$ cat config.mk
export PLATFORM = sky130hd
export DESIGN_NAME = match_recovery_top
export DESIGN_NICKNAME = d
export VERILOG_FILES = /design/src/hdl/frer_pkg.sv /design/src/hdl/tag_capture.sv /design/src/hdl/recovery_ctrl.sv /design/src/hdl/stream_table.sv /design/src/hdl/stream_timer_bank.sv /design/src/hdl/match_recovery_top.sv
export SDC_FILE = /design/constraint.sdc
export NUM_CORES = 1
export LEC_CHECK = 0
export BUFFER_PORTS_ARGS = -buffer_cell sky130_fd_sc_hd__buf_2
export CORE_ASPECT_RATIO = 1.4
export CORE_MARGIN = 8
export CORE_UTILIZATION = 35
export DETAILED_ROUTE_END_ITERATION = 6
export PLACE_DENSITY = 0.58
export SLEW_MARGIN = 20
export SYNTH_ARGS = -nofsm -noshare
export SYNTH_HDL_FRONTEND = slang
export SYNTH_SLANG_ARGS = --single-unit
$ cat constraint.sdc
create_clock -name i_clk -period 6.1 [get_ports i_clk]
set_input_delay 1.22 -clock i_clk [delete_from_list [all_inputs] [get_ports i_clk]]
set_output_delay 1.22 -clock i_clk [all_outputs]
set_load 0.01 [all_outputs]
$ cat src/hdl/frer_pkg.sv
package frer_pkg;

    // port side
    localparam int NUM_PORTS  = 4;
    localparam int PORT_IDX_W = 2;

    // R-tag fields
    localparam int SEQ_W    = 16;
    localparam int HANDLE_W = 4;

    // stream table depth, one entry per handle value
    localparam int NUM_STREAMS = 16;

    // sequence value that never matches, judged as finish only
    localparam logic [SEQ_W-1:0] INVALID_SEQ = '1;

    // ticks a stream stays out of take-any after its last accepted frame
    localparam logic [15:0] RESET_TICKS = 16'd50;

    typedef logic [NUM_PORTS-1:0] port_mask_t;  // one bit per switch port

    typedef struct packed {
        logic [SEQ_W-1:0]    seq_num;  // R-tag sequence number
        logic [HANDLE_W-1:0] handle;   // stream handle, indexes the table
    } tag_info_t;

    // outcome of one match decision
    typedef enum logic [1:0] {
        VERDICT_NONE    = 2'd0,  // invalid sequence, finish only
        VERDICT_PASS    = 2'd1,
        VERDICT_DISCARD = 2'd2
    } verdict_e;

    // sequencing of one judged tag
    typedef enum logic [1:0] {
        ST_IDLE   = 2'd0,
        ST_LOOKUP = 2'd1,
        ST_DECIDE = 2'd2,
        ST_REPORT = 2'd3
    } ctrl_state_e;

endpackage

$ cat src/hdl/tag_capture.sv
`timescale 1ns/1ps

module tag_capture (
    input  logic                                             i_clk,
    input  logic                                             i_rst,
    input  frer_pkg::port_mask_t                             i_tag_valid,  // one-cycle strobes
    input  frer_pkg::tag_info_t [frer_pkg::NUM_PORTS-1:0]    i_tag,
    input  frer_pkg::port_mask_t                             i_clear,      // from report stage
    input  logic [frer_pkg::PORT_IDX_W-1:0]                  i_grant_idx,
    output frer_pkg::port_mask_t                             o_pending,
    output frer_pkg::tag_info_t                              o_sel_tag
);

    import frer_pkg::*;

    tag_info_t  r_tag [NUM_PORTS];  // holding register per port
    port_mask_t r_pending;
    tag_info_t  r_sel_tag;

    // a tag is kept until its port is judged
    // a new strobe on a busy port simply overwrites it
    always_ff @(posedge i_clk) begin
        for (int p = 0; p < NUM_PORTS; p++) begin
            if (i_tag_valid[p]) begin
                r_tag[p] <= i_tag[p];
            end
        end
    end

    // pending level per port
    // set on strobe, dropped by clear, strobe wins a tie
    always_ff @(posedge i_clk) begin
        if (i_rst) begin
            r_pending <= '0;
        end else begin
            r_pending <= (r_pending & ~i_clear) | i_tag_valid;
        end
    end

    // lookup stage register
    // grant index is stable from idle onwards, so the tag is ready in decide
    always_ff @(posedge i_clk) begin
        r_sel_tag <= r_tag[i_grant_idx];
    end

    assign o_pending = r_pending;
    assign o_sel_tag = r_sel_tag;

endmodule

$ cat src/hdl/recovery_ctrl.sv
`timescale 1ns/1ps

module recovery_ctrl (
    input  logic                             i_clk,
    input  logic                             i_rst,
    input  frer_pkg::port_mask_t             i_pending,
    input  frer_pkg::verdict_e               i_verdict,     // valid during report
    output logic [frer_pkg::PORT_IDX_W-1:0]  o_grant_idx,
    output logic                             o_decide,
    output frer_pkg::port_mask_t             o_clear,
    output frer_pkg::port_mask_t             o_pass_en,
    output frer_pkg::port_mask_t             o_discard_en,
    output frer_pkg::port_mask_t             o_judge_finish
);

    import frer_pkg::*;

    ctrl_state_e             r_state;
    logic [PORT_IDX_W-1:0]   r_grant_idx;  // also the last served port
    port_mask_t              r_finish;
    logic [PORT_IDX_W-1:0]   cand_idx;
    logic [PORT_IDX_W-1:0]   next_idx;
    logic                    next_found;

    // round-robin search, starting one past the last served port
    always_comb begin
        next_found = 1'b0;
        next_idx   = r_grant_idx;
        cand_idx   = r_grant_idx;
        for (int k = 1; k <= NUM_PORTS; k++) begin
            cand_idx = r_grant_idx + PORT_IDX_W'(k);  // wraps on the index width
            if (!next_found && i_pending[cand_idx]) begin
                next_found = 1'b1;
                next_idx   = cand_idx;
            end
        end
    end

    always_ff @(posedge i_clk) begin
        if (i_rst) begin
            r_state     <= ST_IDLE;
            r_grant_idx <= PORT_IDX_W'(NUM_PORTS - 1);  // first search starts at port 0
        end else begin
            case (r_state)
                ST_IDLE: begin
                    if (next_found) begin
                        r_grant_idx <= next_idx;
                        r_state     <= ST_LOOKUP;
                    end
                end
                ST_LOOKUP: r_state <= ST_DECIDE;  // tag mux registers here
                ST_DECIDE: r_state <= ST_REPORT;
                default:   r_state <= ST_IDLE;
            endcase
        end
    end

    // one-hot finish, raised for the single report cycle
    always_ff @(posedge i_clk) begin
        if (i_rst) begin
            r_finish <= '0;
        end else if (r_state == ST_DECIDE) begin
            r_finish <= port_mask_t'(1'b1) << r_grant_idx;
        end else begin
            r_finish <= '0;
        end
    end

    assign o_grant_idx    = r_grant_idx;
    assign o_decide       = (r_state == ST_DECIDE);
    assign o_clear        = r_finish;  // pending drops as the report ends
    assign o_judge_finish = r_finish;

    // verdict register lands together with the finish register
    assign o_pass_en    = r_finish & {NUM_PORTS{i_verdict == VERDICT_PASS}};
    assign o_discard_en = r_finish & {NUM_PORTS{i_verdict == VERDICT_DISCARD}};

endmodule

$ cat src/hdl/stream_table.sv
`timescale 1ns/1ps

module stream_table (
    input  logic                               i_clk,
    input  logic                               i_rst,
    input  frer_pkg::tag_info_t                i_tag,            // granted tag, valid in decide
    input  logic                               i_decide,
    input  logic [frer_pkg::NUM_STREAMS-1:0]   i_expired,        // timer pulses
    output frer_pkg::verdict_e                 o_verdict,
    output logic                               o_reload,
    output logic [frer_pkg::HANDLE_W-1:0]      o_reload_handle
);

    import frer_pkg::*;

    logic [SEQ_W-1:0]       r_recov_seq [NUM_STREAMS];  // recovery sequence number per stream
    logic [NUM_STREAMS-1:0] r_take_any;
    verdict_e               r_verdict;
    logic                   r_reload;
    logic [HANDLE_W-1:0]    r_reload_handle;

    logic     seq_valid;
    logic     take_any_hit;
    logic     dup_hit;
    logic     accept;
    verdict_e verdict_next;

    assign seq_valid    = (i_tag.seq_num != INVALID_SEQ);
    assign take_any_hit = r_take_any[i_tag.handle];
    assign dup_hit      = (i_tag.seq_num == r_recov_seq[i_tag.handle]);  // equality only

    // match recovery rules in priority order
    always_comb begin
        if (!seq_valid) begin
            verdict_next = VERDICT_NONE;  // no state change at all
        end else if (take_any_hit) begin
            verdict_next = VERDICT_PASS;
        end else if (dup_hit) begin
            verdict_next = VERDICT_DISCARD;
        end else begin
            verdict_next = VERDICT_PASS;
        end
    end

    assign accept = i_decide && (verdict_next == VERDICT_PASS);

    // stored number follows every accepted frame
    always_ff @(posedge i_clk) begin
        if (accept) begin
            r_recov_seq[i_tag.handle] <= i_tag.seq_num;
        end
    end

    // expiry opens take-any, an accepted frame closes it
    // an accept in the same cycle wins since the timer restarts with it
    always_ff @(posedge i_clk) begin
        if (i_rst) begin
            r_take_any <= '1;  // every stream starts in take-any
        end else begin
            r_take_any <= r_take_any | i_expired;
            if (accept) begin
                r_take_any[i_tag.handle] <= 1'b0;
            end
        end
    end

    always_ff @(posedge i_clk) begin
        if (i_rst) begin
            r_verdict <= VERDICT_NONE;
            r_reload  <= 1'b0;
        end else begin
            if (i_decide) begin
                r_verdict <= verdict_next;  // held until the next decide
            end
            r_reload <= accept;
        end
    end

    always_ff @(posedge i_clk) begin
        if (accept) begin
            r_reload_handle <= i_tag.handle;
        end
    end

    assign o_verdict       = r_verdict;
    assign o_reload        = r_reload;
    assign o_reload_handle = r_reload_handle;

endmodule

$ cat src/hdl/stream_timer_bank.sv
`timescale 1ns/1ps

module stream_timer_bank (
    input  logic                               i_clk,
    input  logic                               i_rst,
    input  logic                               i_reload,
    input  logic [frer_pkg::HANDLE_W-1:0]      i_reload_handle,
    output logic [frer_pkg::NUM_STREAMS-1:0]   o_expired
);

    import frer_pkg::*;

    localparam int TICK_W = $bits(RESET_TICKS);

    logic [TICK_W-1:0]      r_ticks [NUM_STREAMS];  // remaining ticks per stream
    logic [NUM_STREAMS-1:0] r_active;
    logic [NUM_STREAMS-1:0] r_expired;

    always_ff @(posedge i_clk) begin
        if (i_rst) begin
            r_active  <= '0;
            r_expired <= '0;
            for (int s = 0; s < NUM_STREAMS; s++) begin
                r_ticks[s] <= '0;
            end
        end else begin
            for (int s = 0; s < NUM_STREAMS; s++) begin
                r_expired[s] <= 1'b0;
                if (i_reload && (i_reload_handle == HANDLE_W'(s))) begin
                    r_ticks[s]  <= RESET_TICKS;  // restart on every accepted frame
                    r_active[s] <= 1'b1;
                end else if (r_active[s]) begin
                    if (r_ticks[s] == '0) begin
                        // single pulse, then idle until the next reload
                        r_active[s]  <= 1'b0;
                        r_expired[s] <= 1'b1;
                    end else begin
                        r_ticks[s] <= r_ticks[s] - 1'b1;
                    end
                end
            end
        end
    end

    assign o_expired = r_expired;

endmodule

$ cat src/hdl/match_recovery_top.sv
`timescale 1ns/1ps

module match_recovery_top (
    input  logic                                           i_clk,
    input  logic                                           i_rst,
    input  frer_pkg::port_mask_t                           i_tag_valid,
    input  frer_pkg::tag_info_t [frer_pkg::NUM_PORTS-1:0]  i_tag,
    output frer_pkg::port_mask_t                           o_pass_en,
    output frer_pkg::port_mask_t                           o_discard_en,
    output frer_pkg::port_mask_t                           o_judge_finish
);

    import frer_pkg::*;

    port_mask_t             pending;
    port_mask_t             clear;
    logic [PORT_IDX_W-1:0]  grant_idx;
    tag_info_t              sel_tag;
    logic                   decide;
    verdict_e               verdict;
    logic                   reload;
    logic [HANDLE_W-1:0]    reload_handle;
    logic [NUM_STREAMS-1:0] expired;

    tag_capture u_tag_capture (
        .i_clk       (i_clk),
        .i_rst       (i_rst),
        .i_tag_valid (i_tag_valid),
        .i_tag       (i_tag),
        .i_clear     (clear),
        .i_grant_idx (grant_idx),
        .o_pending   (pending),
        .o_sel_tag   (sel_tag)
    );

    recovery_ctrl u_recovery_ctrl (
        .i_clk          (i_clk),
        .i_rst          (i_rst),
        .i_pending      (pending),
        .i_verdict      (verdict),
        .o_grant_idx    (grant_idx),
        .o_decide       (decide),
        .o_clear        (clear),
        .o_pass_en      (o_pass_en),
        .o_discard_en   (o_discard_en),
        .o_judge_finish (o_judge_finish)
    );

    stream_table u_stream_table (
        .i_clk           (i_clk),
        .i_rst           (i_rst),
        .i_tag           (sel_tag),
        .i_decide        (decide),
        .i_expired       (expired),
        .o_verdict       (verdict),
        .o_reload        (reload),
        .o_reload_handle (reload_handle)
    );

    stream_timer_bank u_stream_timer_bank (
        .i_clk           (i_clk),
        .i_rst           (i_rst),
        .i_reload        (reload),
        .i_reload_handle (reload_handle),
        .o_expired       (expired)
    );

endmodule

[Yosys cells after proc, flatten, opt, wreduce, memory -nomap -nowiden]
Memories as Yosys holds them, arrays and structs flattened. A register that Yosys moved wholly into a read port is not among the register bits.
Index checks and enable logic that the tools add are counted.
Word-level totals
  flip-flop bits (word level): 67
  memories: 3
  bits of input ports: 86
  output and inout port bits: 12
  RAM bits: 592
Memory list
  u_stream_table.r_recov_seq: depth 16, bits a word 16, read ports 1, clocked after memory_dff 0, wr ports 1, RTL line stream_table.sv:16  | logic [SEQ_W-1:0] r_recov_seq [NUM_STREAMS];
  u_stream_timer_bank.r_ticks: depth 16, bits a word 16, read ports 16, clocked after memory_dff 0, wr ports 16, RTL line stream_timer_bank.sv:15  | logic [TICK_W-1:0] r_ticks [NUM_STREAMS];
  u_tag_capture.r_tag: depth 4, bits a word 20, read ports 1, clocked after memory_dff 1, wr ports 4, RTL line tag_capture.sv:16  | tag_info_t r_tag [NUM_PORTS];
Cells by class
  $add $sub $neg: 19
  eq/ne operators: 23
  bitwise gates (word level): 58
  reduce and logical (&&, ||, !) cells: 61
  shifts and indexed selects: 1
  muxes and demuxes: 229
  order comparisons: 6
Operators by type and width (number)
  16-bit 2-to-1 mux: 33
  16-bit zero test: 16
  16-bit by 1-bit subtractor with 16-bit output, second input constant: 16
  1-bit 2-to-1 mux: 182
  3-bit OR reduction: 16
  4-bit equality test, second input constant: 8
  1-bit bitwise OR: 32
  1-bit logical AND: 21
  1-bit inverter: 18
  16-bit bitwise AND: 1
  16-bit equality test: 1
  4-bit by 3-bit equality test with 1-bit output, second input constant: 4
  16-bit inequality test, second input constant: 1
  16-bit inverter: 1
  16-bit bitwise OR: 1
  2-bit 2-to-1 mux: 7
  4-bit bitwise AND: 3
  2-bit by 3-bit < comparator with 1-bit output, second input constant: 4
  1-bit binary-select mux with 2-bit select: 4
  4-bit by 2-bit equality test with 1-bit output, second input constant: 2
  2-bit by 1-bit equality test with 1-bit output, second input constant: 3
  2-bit case mux with 3 select lines: 1
  4-bit by 5-bit < comparator with 1-bit output, second input constant: 1
  2-bit adder, second input constant: 2
  other kinds (16): 19

[Longest topological paths before layout]
  word-level depth: 15
  gate-level depth with buffers: 13
  gate-level depth less buffers: 9

[Cells and area by module]
A second synthesis with hierarchy kept.
Second synthesis, totals
  cells, all modules: 2272
  area total of the unflattened synthesis: 30679.4 µm²
By module, submodules not included
  stream_timer_bank: seq. area each 8328.0 µm², area an instance 15332.2 µm², times used 1, cells each 1449
  stream_table: seq. area each 8187.9 µm², area an instance 11398.4 µm², times used 1, cells each 619
  tag_capture: seq. area each 2882.8 µm², area an instance 3425.8 µm², times used 1, cells each 140
  recovery_ctrl: seq. area each 160.2 µm², area an instance 523.0 µm², times used 1, cells each 64

[Worst setup path before layout]
Ideal clock, no wire load.
  kind: register to register
  from: register, netlist name u_tag_capture.o_sel_tag[3]
  to: memory u_stream_table.r_recov_seq[11][0], enable pin
  stages on the path, launching flop included: 13
  required time: 5670 ps
  clock period less this slack: 4441 ps
  data arrival time: 4011 ps
  setup slack: 1659 ps
  library setup time: 430 ps
  cell sequence: dfxtp_1 > buf_2 > buf_2 > clkbuf_1 > mux4_2 > mux2i_1 > nand2_1 > a22oi_1 > nor4_4 > and4_1 > buf_6 > buf_12 > nor4_1
On the way
  longest elaborated chain between the ends: 9
Ends and longest elaborated chain
  memory read 16 x 16 bit
  16-bit equality test: RTL line stream_table.sv:30  | assign dup_hit = (i_tag.seq_num == r_recov_seq[i_tag.handle]);
  2-bit 2-to-1 mux: RTL line stream_table.sv:38  | end else if (dup_hit) begin
  2-bit 2-to-1 mux: RTL line stream_table.sv:36  | end else if (take_any_hit) begin
  2-bit 2-to-1 mux: RTL line stream_table.sv:34  | if (!seq_valid) begin
  2-bit by 1-bit equality test with 1-bit output: RTL line stream_table.sv:45  | assign accept = i_decide && (verdict_next == VERDICT_PASS);
  1-bit logical AND: RTL line stream_table.sv:45
  1-bit 2-to-1 mux: RTL line stream_table.sv:49  | if (accept) begin
  1-bit 2-to-1 mux (implied by the code): RTL line stream_table.sv:50  | r_recov_seq[i_tag.handle] <= i_tag.seq_num;
  to (decl): RTL line stream_table.sv:16
Several ways; a longest one is shown, not always the timed one. The select of a mux whose other input is x is not followed.

[Worst setup path after layout]
  from: register, netlist name u_tag_capture.o_sel_tag[0]
  to: memory u_stream_table.r_recov_seq[6][0], enable pin
On the way
  longest elaborated chain between the ends: 9
Ends and longest elaborated chain (RTL line)
  memory read 16 x 16 bit
  16-bit equality test: stream_table.sv:30
  2-bit 2-to-1 mux: stream_table.sv:38
  2-bit 2-to-1 mux: stream_table.sv:36
  2-bit 2-to-1 mux: stream_table.sv:34
  2-bit by 1-bit equality test with 1-bit output: stream_table.sv:45
  1-bit logical AND: stream_table.sv:45
  1-bit 2-to-1 mux: stream_table.sv:49
  1-bit 2-to-1 mux (implied by the code): stream_table.sv:50
Several ways; a longest one is shown, not always the timed one. The select of a mux whose other input is x is not followed.

==> flow_metrics.py <==
metrics = {
    "run_status": {
        "status": "finished, final reports clean",
    },
    "synthesis": {
        "synth_cell_types": 72,
        "synth_top_area_share_pct": 60.6,
        "netlist_instances": 2150,
        "avgSynthCellArea_um2": 13.7,
        "netlist_area_um2": 29500,
        "ys.flop_type": "edfxtp_1",
        "synth_warnings": 0,
        "yosysTopAreaCell": "edfxtp_1",
        "synth_seq_cells": 679,
        "synth_nets": 2254,
        "seq_area_frac_synth_pct": 66.2,
        "synth_area_leaders": "edfxtp_1 61%, dfxtp_1 5.6%, mux4_2 5.5%",
        "ys_async_sr_fraction_pct": 0,
        "synth_edf_count": 596,
    },
    "die": {
        "start_util_pct": 35.1,
        "die_area_um2": 94100,
        "pin_count": 98,
        "fp-row-count": 126,
        "core-area_um2": 84000,
        "dieHeight_um": 360,
        "die_w_um": 262,
    },
    "layout": {
        "final_common_cell": "edfxtp_1",
        "nFillCells": 7693,
        "layout_common_cells": "596 x edfxtp_1, 303 x nor2_1, 137 x xnor2_1",
        "finalNetCount": 2389,
        "drive_above_1_share_pct": 16.0,
        "final_cells": 3433,
        "areaGrowthSynthToFinish_pct": 14.7,
    },
    "place": {
        "place_congestion": 0.927,
        "dpl.hpwl_um": 48900,
        "dp.cells": 3301,
        "io_buffer_count": 97,
    },
    "routing": {
        "drtPass1Iterations": 5,
        "drt_wl_total_um": 70600,
        "avgRoutedWirePerCell_um": 20.6,
        "antenna_left": 0,
        "via_per_inst": 5.22,
        "drt_iter0_markers": 1350,
        "vias": 17900,
        "route.detailed.drc": 0,
    },
    "cts": {
        "cts-htree-levels": 3,
        "post-cts-setup-buffer-count": 0,
        "clock_latency_ns": 0.62,
        "clkTransAtPathRegs_ns": 0.06,
        "cts-resized-gates": 0,
        "cts.sinks": 679,
        "clockBufferDepth": 3,
        "holdBufCountCts": 0,
        "numCtsBuffers": 70,
        "cts_root_buf": "clkbuf_16",
        "cts_tree": "yes",
    },
    "critical_path": {
        "crit_buf_inv": 3,
        "max_stage_delay_ns": 0.93,
        "worst-setup-path-type": "reg -> reg",
        "path_cells": "buf_4 > mux4_2 > a2bb2oi_1 > o311ai_0 > a221o_1 > nor4_2 > and4_1 > buf_4 > nor4_2 > buf_4",
        "cp.arrival_ns": 4.99,
        "end_kind": "flip-flop",
        "worstSetupStartpointType": "flip-flop",
        "cp_max_fo": 42,
        "critPathSlowestCell": "and4_1",
        "cp_top_family": "simple AND/OR/NAND/NOR gates",
        "cp.required_ns": 6.45,
        "path_common_cell": "buf_4",
    },
    "run": {
        "max_cap_violations": 0,
    },
    "pwr": {
        "power_leakage_nw": 11.3,
        "p_per_area_nw_per_um2": 391,
        "peakVddDrop_mv": 0.213,
    },
    "timing": {
        "relSlewSlack_pct": 32.6,
        "min_period_ns": 4.64,
        "fmax_mhz": 216,
        "setup_viol": 0,
        "tightest_slew_ns": 1.01,
        "grt_setup_unrepaired": "false",
        "drv_slew": 0,
        "tns_ns": 0,
        "skew_ns": 0.0186,
        "finalHoldViolCount": 0,
        "min_period_over_period_pct": 76.0,
    },
    "grt": {
        "grt_pass1_vias": 18500,
        "grt_pass1_wl_um": 108000,
        "antenna_found_initial": 1,
        "grt_start_max_net_pins": 54,
        "grt-ovfl-total": 0,
        "track_usage_pct": 14.9,
    },
    "hold_path": {
        "hold_class": "reg -> reg",
    },
}
==> layer usage <==
layer | track usage [%] | part of all wire (%) | vias to the layer above
met4 | 6.65 | 4.0 | 0
met5 | 0 | 0 | -
li1 | - | - | 8343
met1 | 16.8 | 39 | 9043
met2 | 27.5 | 53 | 420
met3 | 2.04 | 3.8 | 128
==> flip-flops by register name, indices dropped and copies added (netlist names) <==
signal / count
u_recovery_ctrl.o_clear: 4
u_recovery_ctrl.o_grant_idx: 2
u_recovery_ctrl.r_state: 2
u_stream_table.o_reload: 1
u_stream_table.o_reload_handle: 4
u_stream_table.o_verdict: 2
u_stream_table.r_recov_seq: 256
u_stream_table.r_take_any: 16
u_stream_timer_bank.o_expired: 16
u_stream_timer_bank.r_active: 16
u_stream_timer_bank.r_ticks: 256
u_tag_capture.o_pending: 4
u_tag_capture.o_sel_tag: 20
u_tag_capture.r_tag: 80
==> cells in the mapped netlist, drive strengths merged, types with 13 or more instances <==
| library cell | n |
|---|---|
| a22oi | 17 |
| inv | 59 |
| dfxtp | 83 |
| nor4 | 71 |
| o21ai | 28 |
| nor3 | 86 |
| o31ai | 17 |
| xor2 | 68 |
| or4 | 39 |
| a21oi | 104 |
| buf | 36 |
| xnor2 | 137 |
| edfxtp | 596 |
| or3 | 39 |
| ha | 18 |
| clkbuf | 39 |
| nand2b | 18 |
| nor2b | 13 |
| mux2i | 43 |
| nor2 | 303 |
| nand3 | 27 |
| nand2 | 127 |
| mux4 | 77 |
==> layout make-up <==
class	count	area, µm²	area share [%]
inverters	60	225	0.665
clock inverters	35	432	1.27
well taps	1088	1360	4.02
diodes	2	5.00	0.0148
clock buffers	95	2020	5.96
flip-flops and latches	679	19600	57.8
repair buffers	138	796	2.35
multi-input cells	1336	9470	27.9
==> metrics by stage <==
step                setup WS, ns  cell area [µm²]  total power, W  hold slack, ns  util, %
finish                      1.46            33900          0.0132           0.434     40.3
global route                1.22            33900          0.0137           0.459     40.3
CTS                         1.51            33900          0.0134           0.440     40.3
detailed placement          1.51            31400         0.00884           0.428     37.4
global placement            1.57            31400         0.00880           0.428     37.4
floorplan                   1.66            29500         0.00784           0.403        -
==> final timing paths <==
check | slack, ns | startpoint | to | depth (start not counted)
max | 1.46 | u_tag_capture.o_sel_tag[0] | u_stream_table.r_recov_seq[6][0] | 10
min | 0.43 | u_stream_timer_bank.r_active[13] | u_stream_timer_bank.o_expired[13] | 2
max reg2reg | 1.46 | u_tag_capture.o_sel_tag[0] | u_stream_table.r_recov_seq[6][0] | 10
min reg2reg | 0.43 | u_stream_timer_bank.r_active[13] | u_stream_timer_bank.o_expired[13] | 2
==> cells by family after synthesis <==
group	synth area share (%)
simple gates	12.9
xor+xnor	6.08
fa+ha+maj	0.763
compound gates	4.47
mux	7.43
flops	66.2
buf+inv	2.08
==> where the power goes <==
group | internal (W) | switching, W | total [W]
Combinational | 0.00106 | 0.00152 | 0.00258
Sequential | 0.00565 | 0.000525 | 0.00617
Clock | 0.00265 | 0.00183 | 0.00449
==> worst register-to-register path: cells and delay by family, from the launching register on <==
kind	cells	cell delay, ns
AND/OR/NAND/NOR	3	1.26
flip-flops	1	0.79
buffers and inverters	3	1.07
multiplexers	1	0.57
AO/OA/AOI/OAI	3	0.68
No activity file was read; power rests on OpenSTA's default activity.
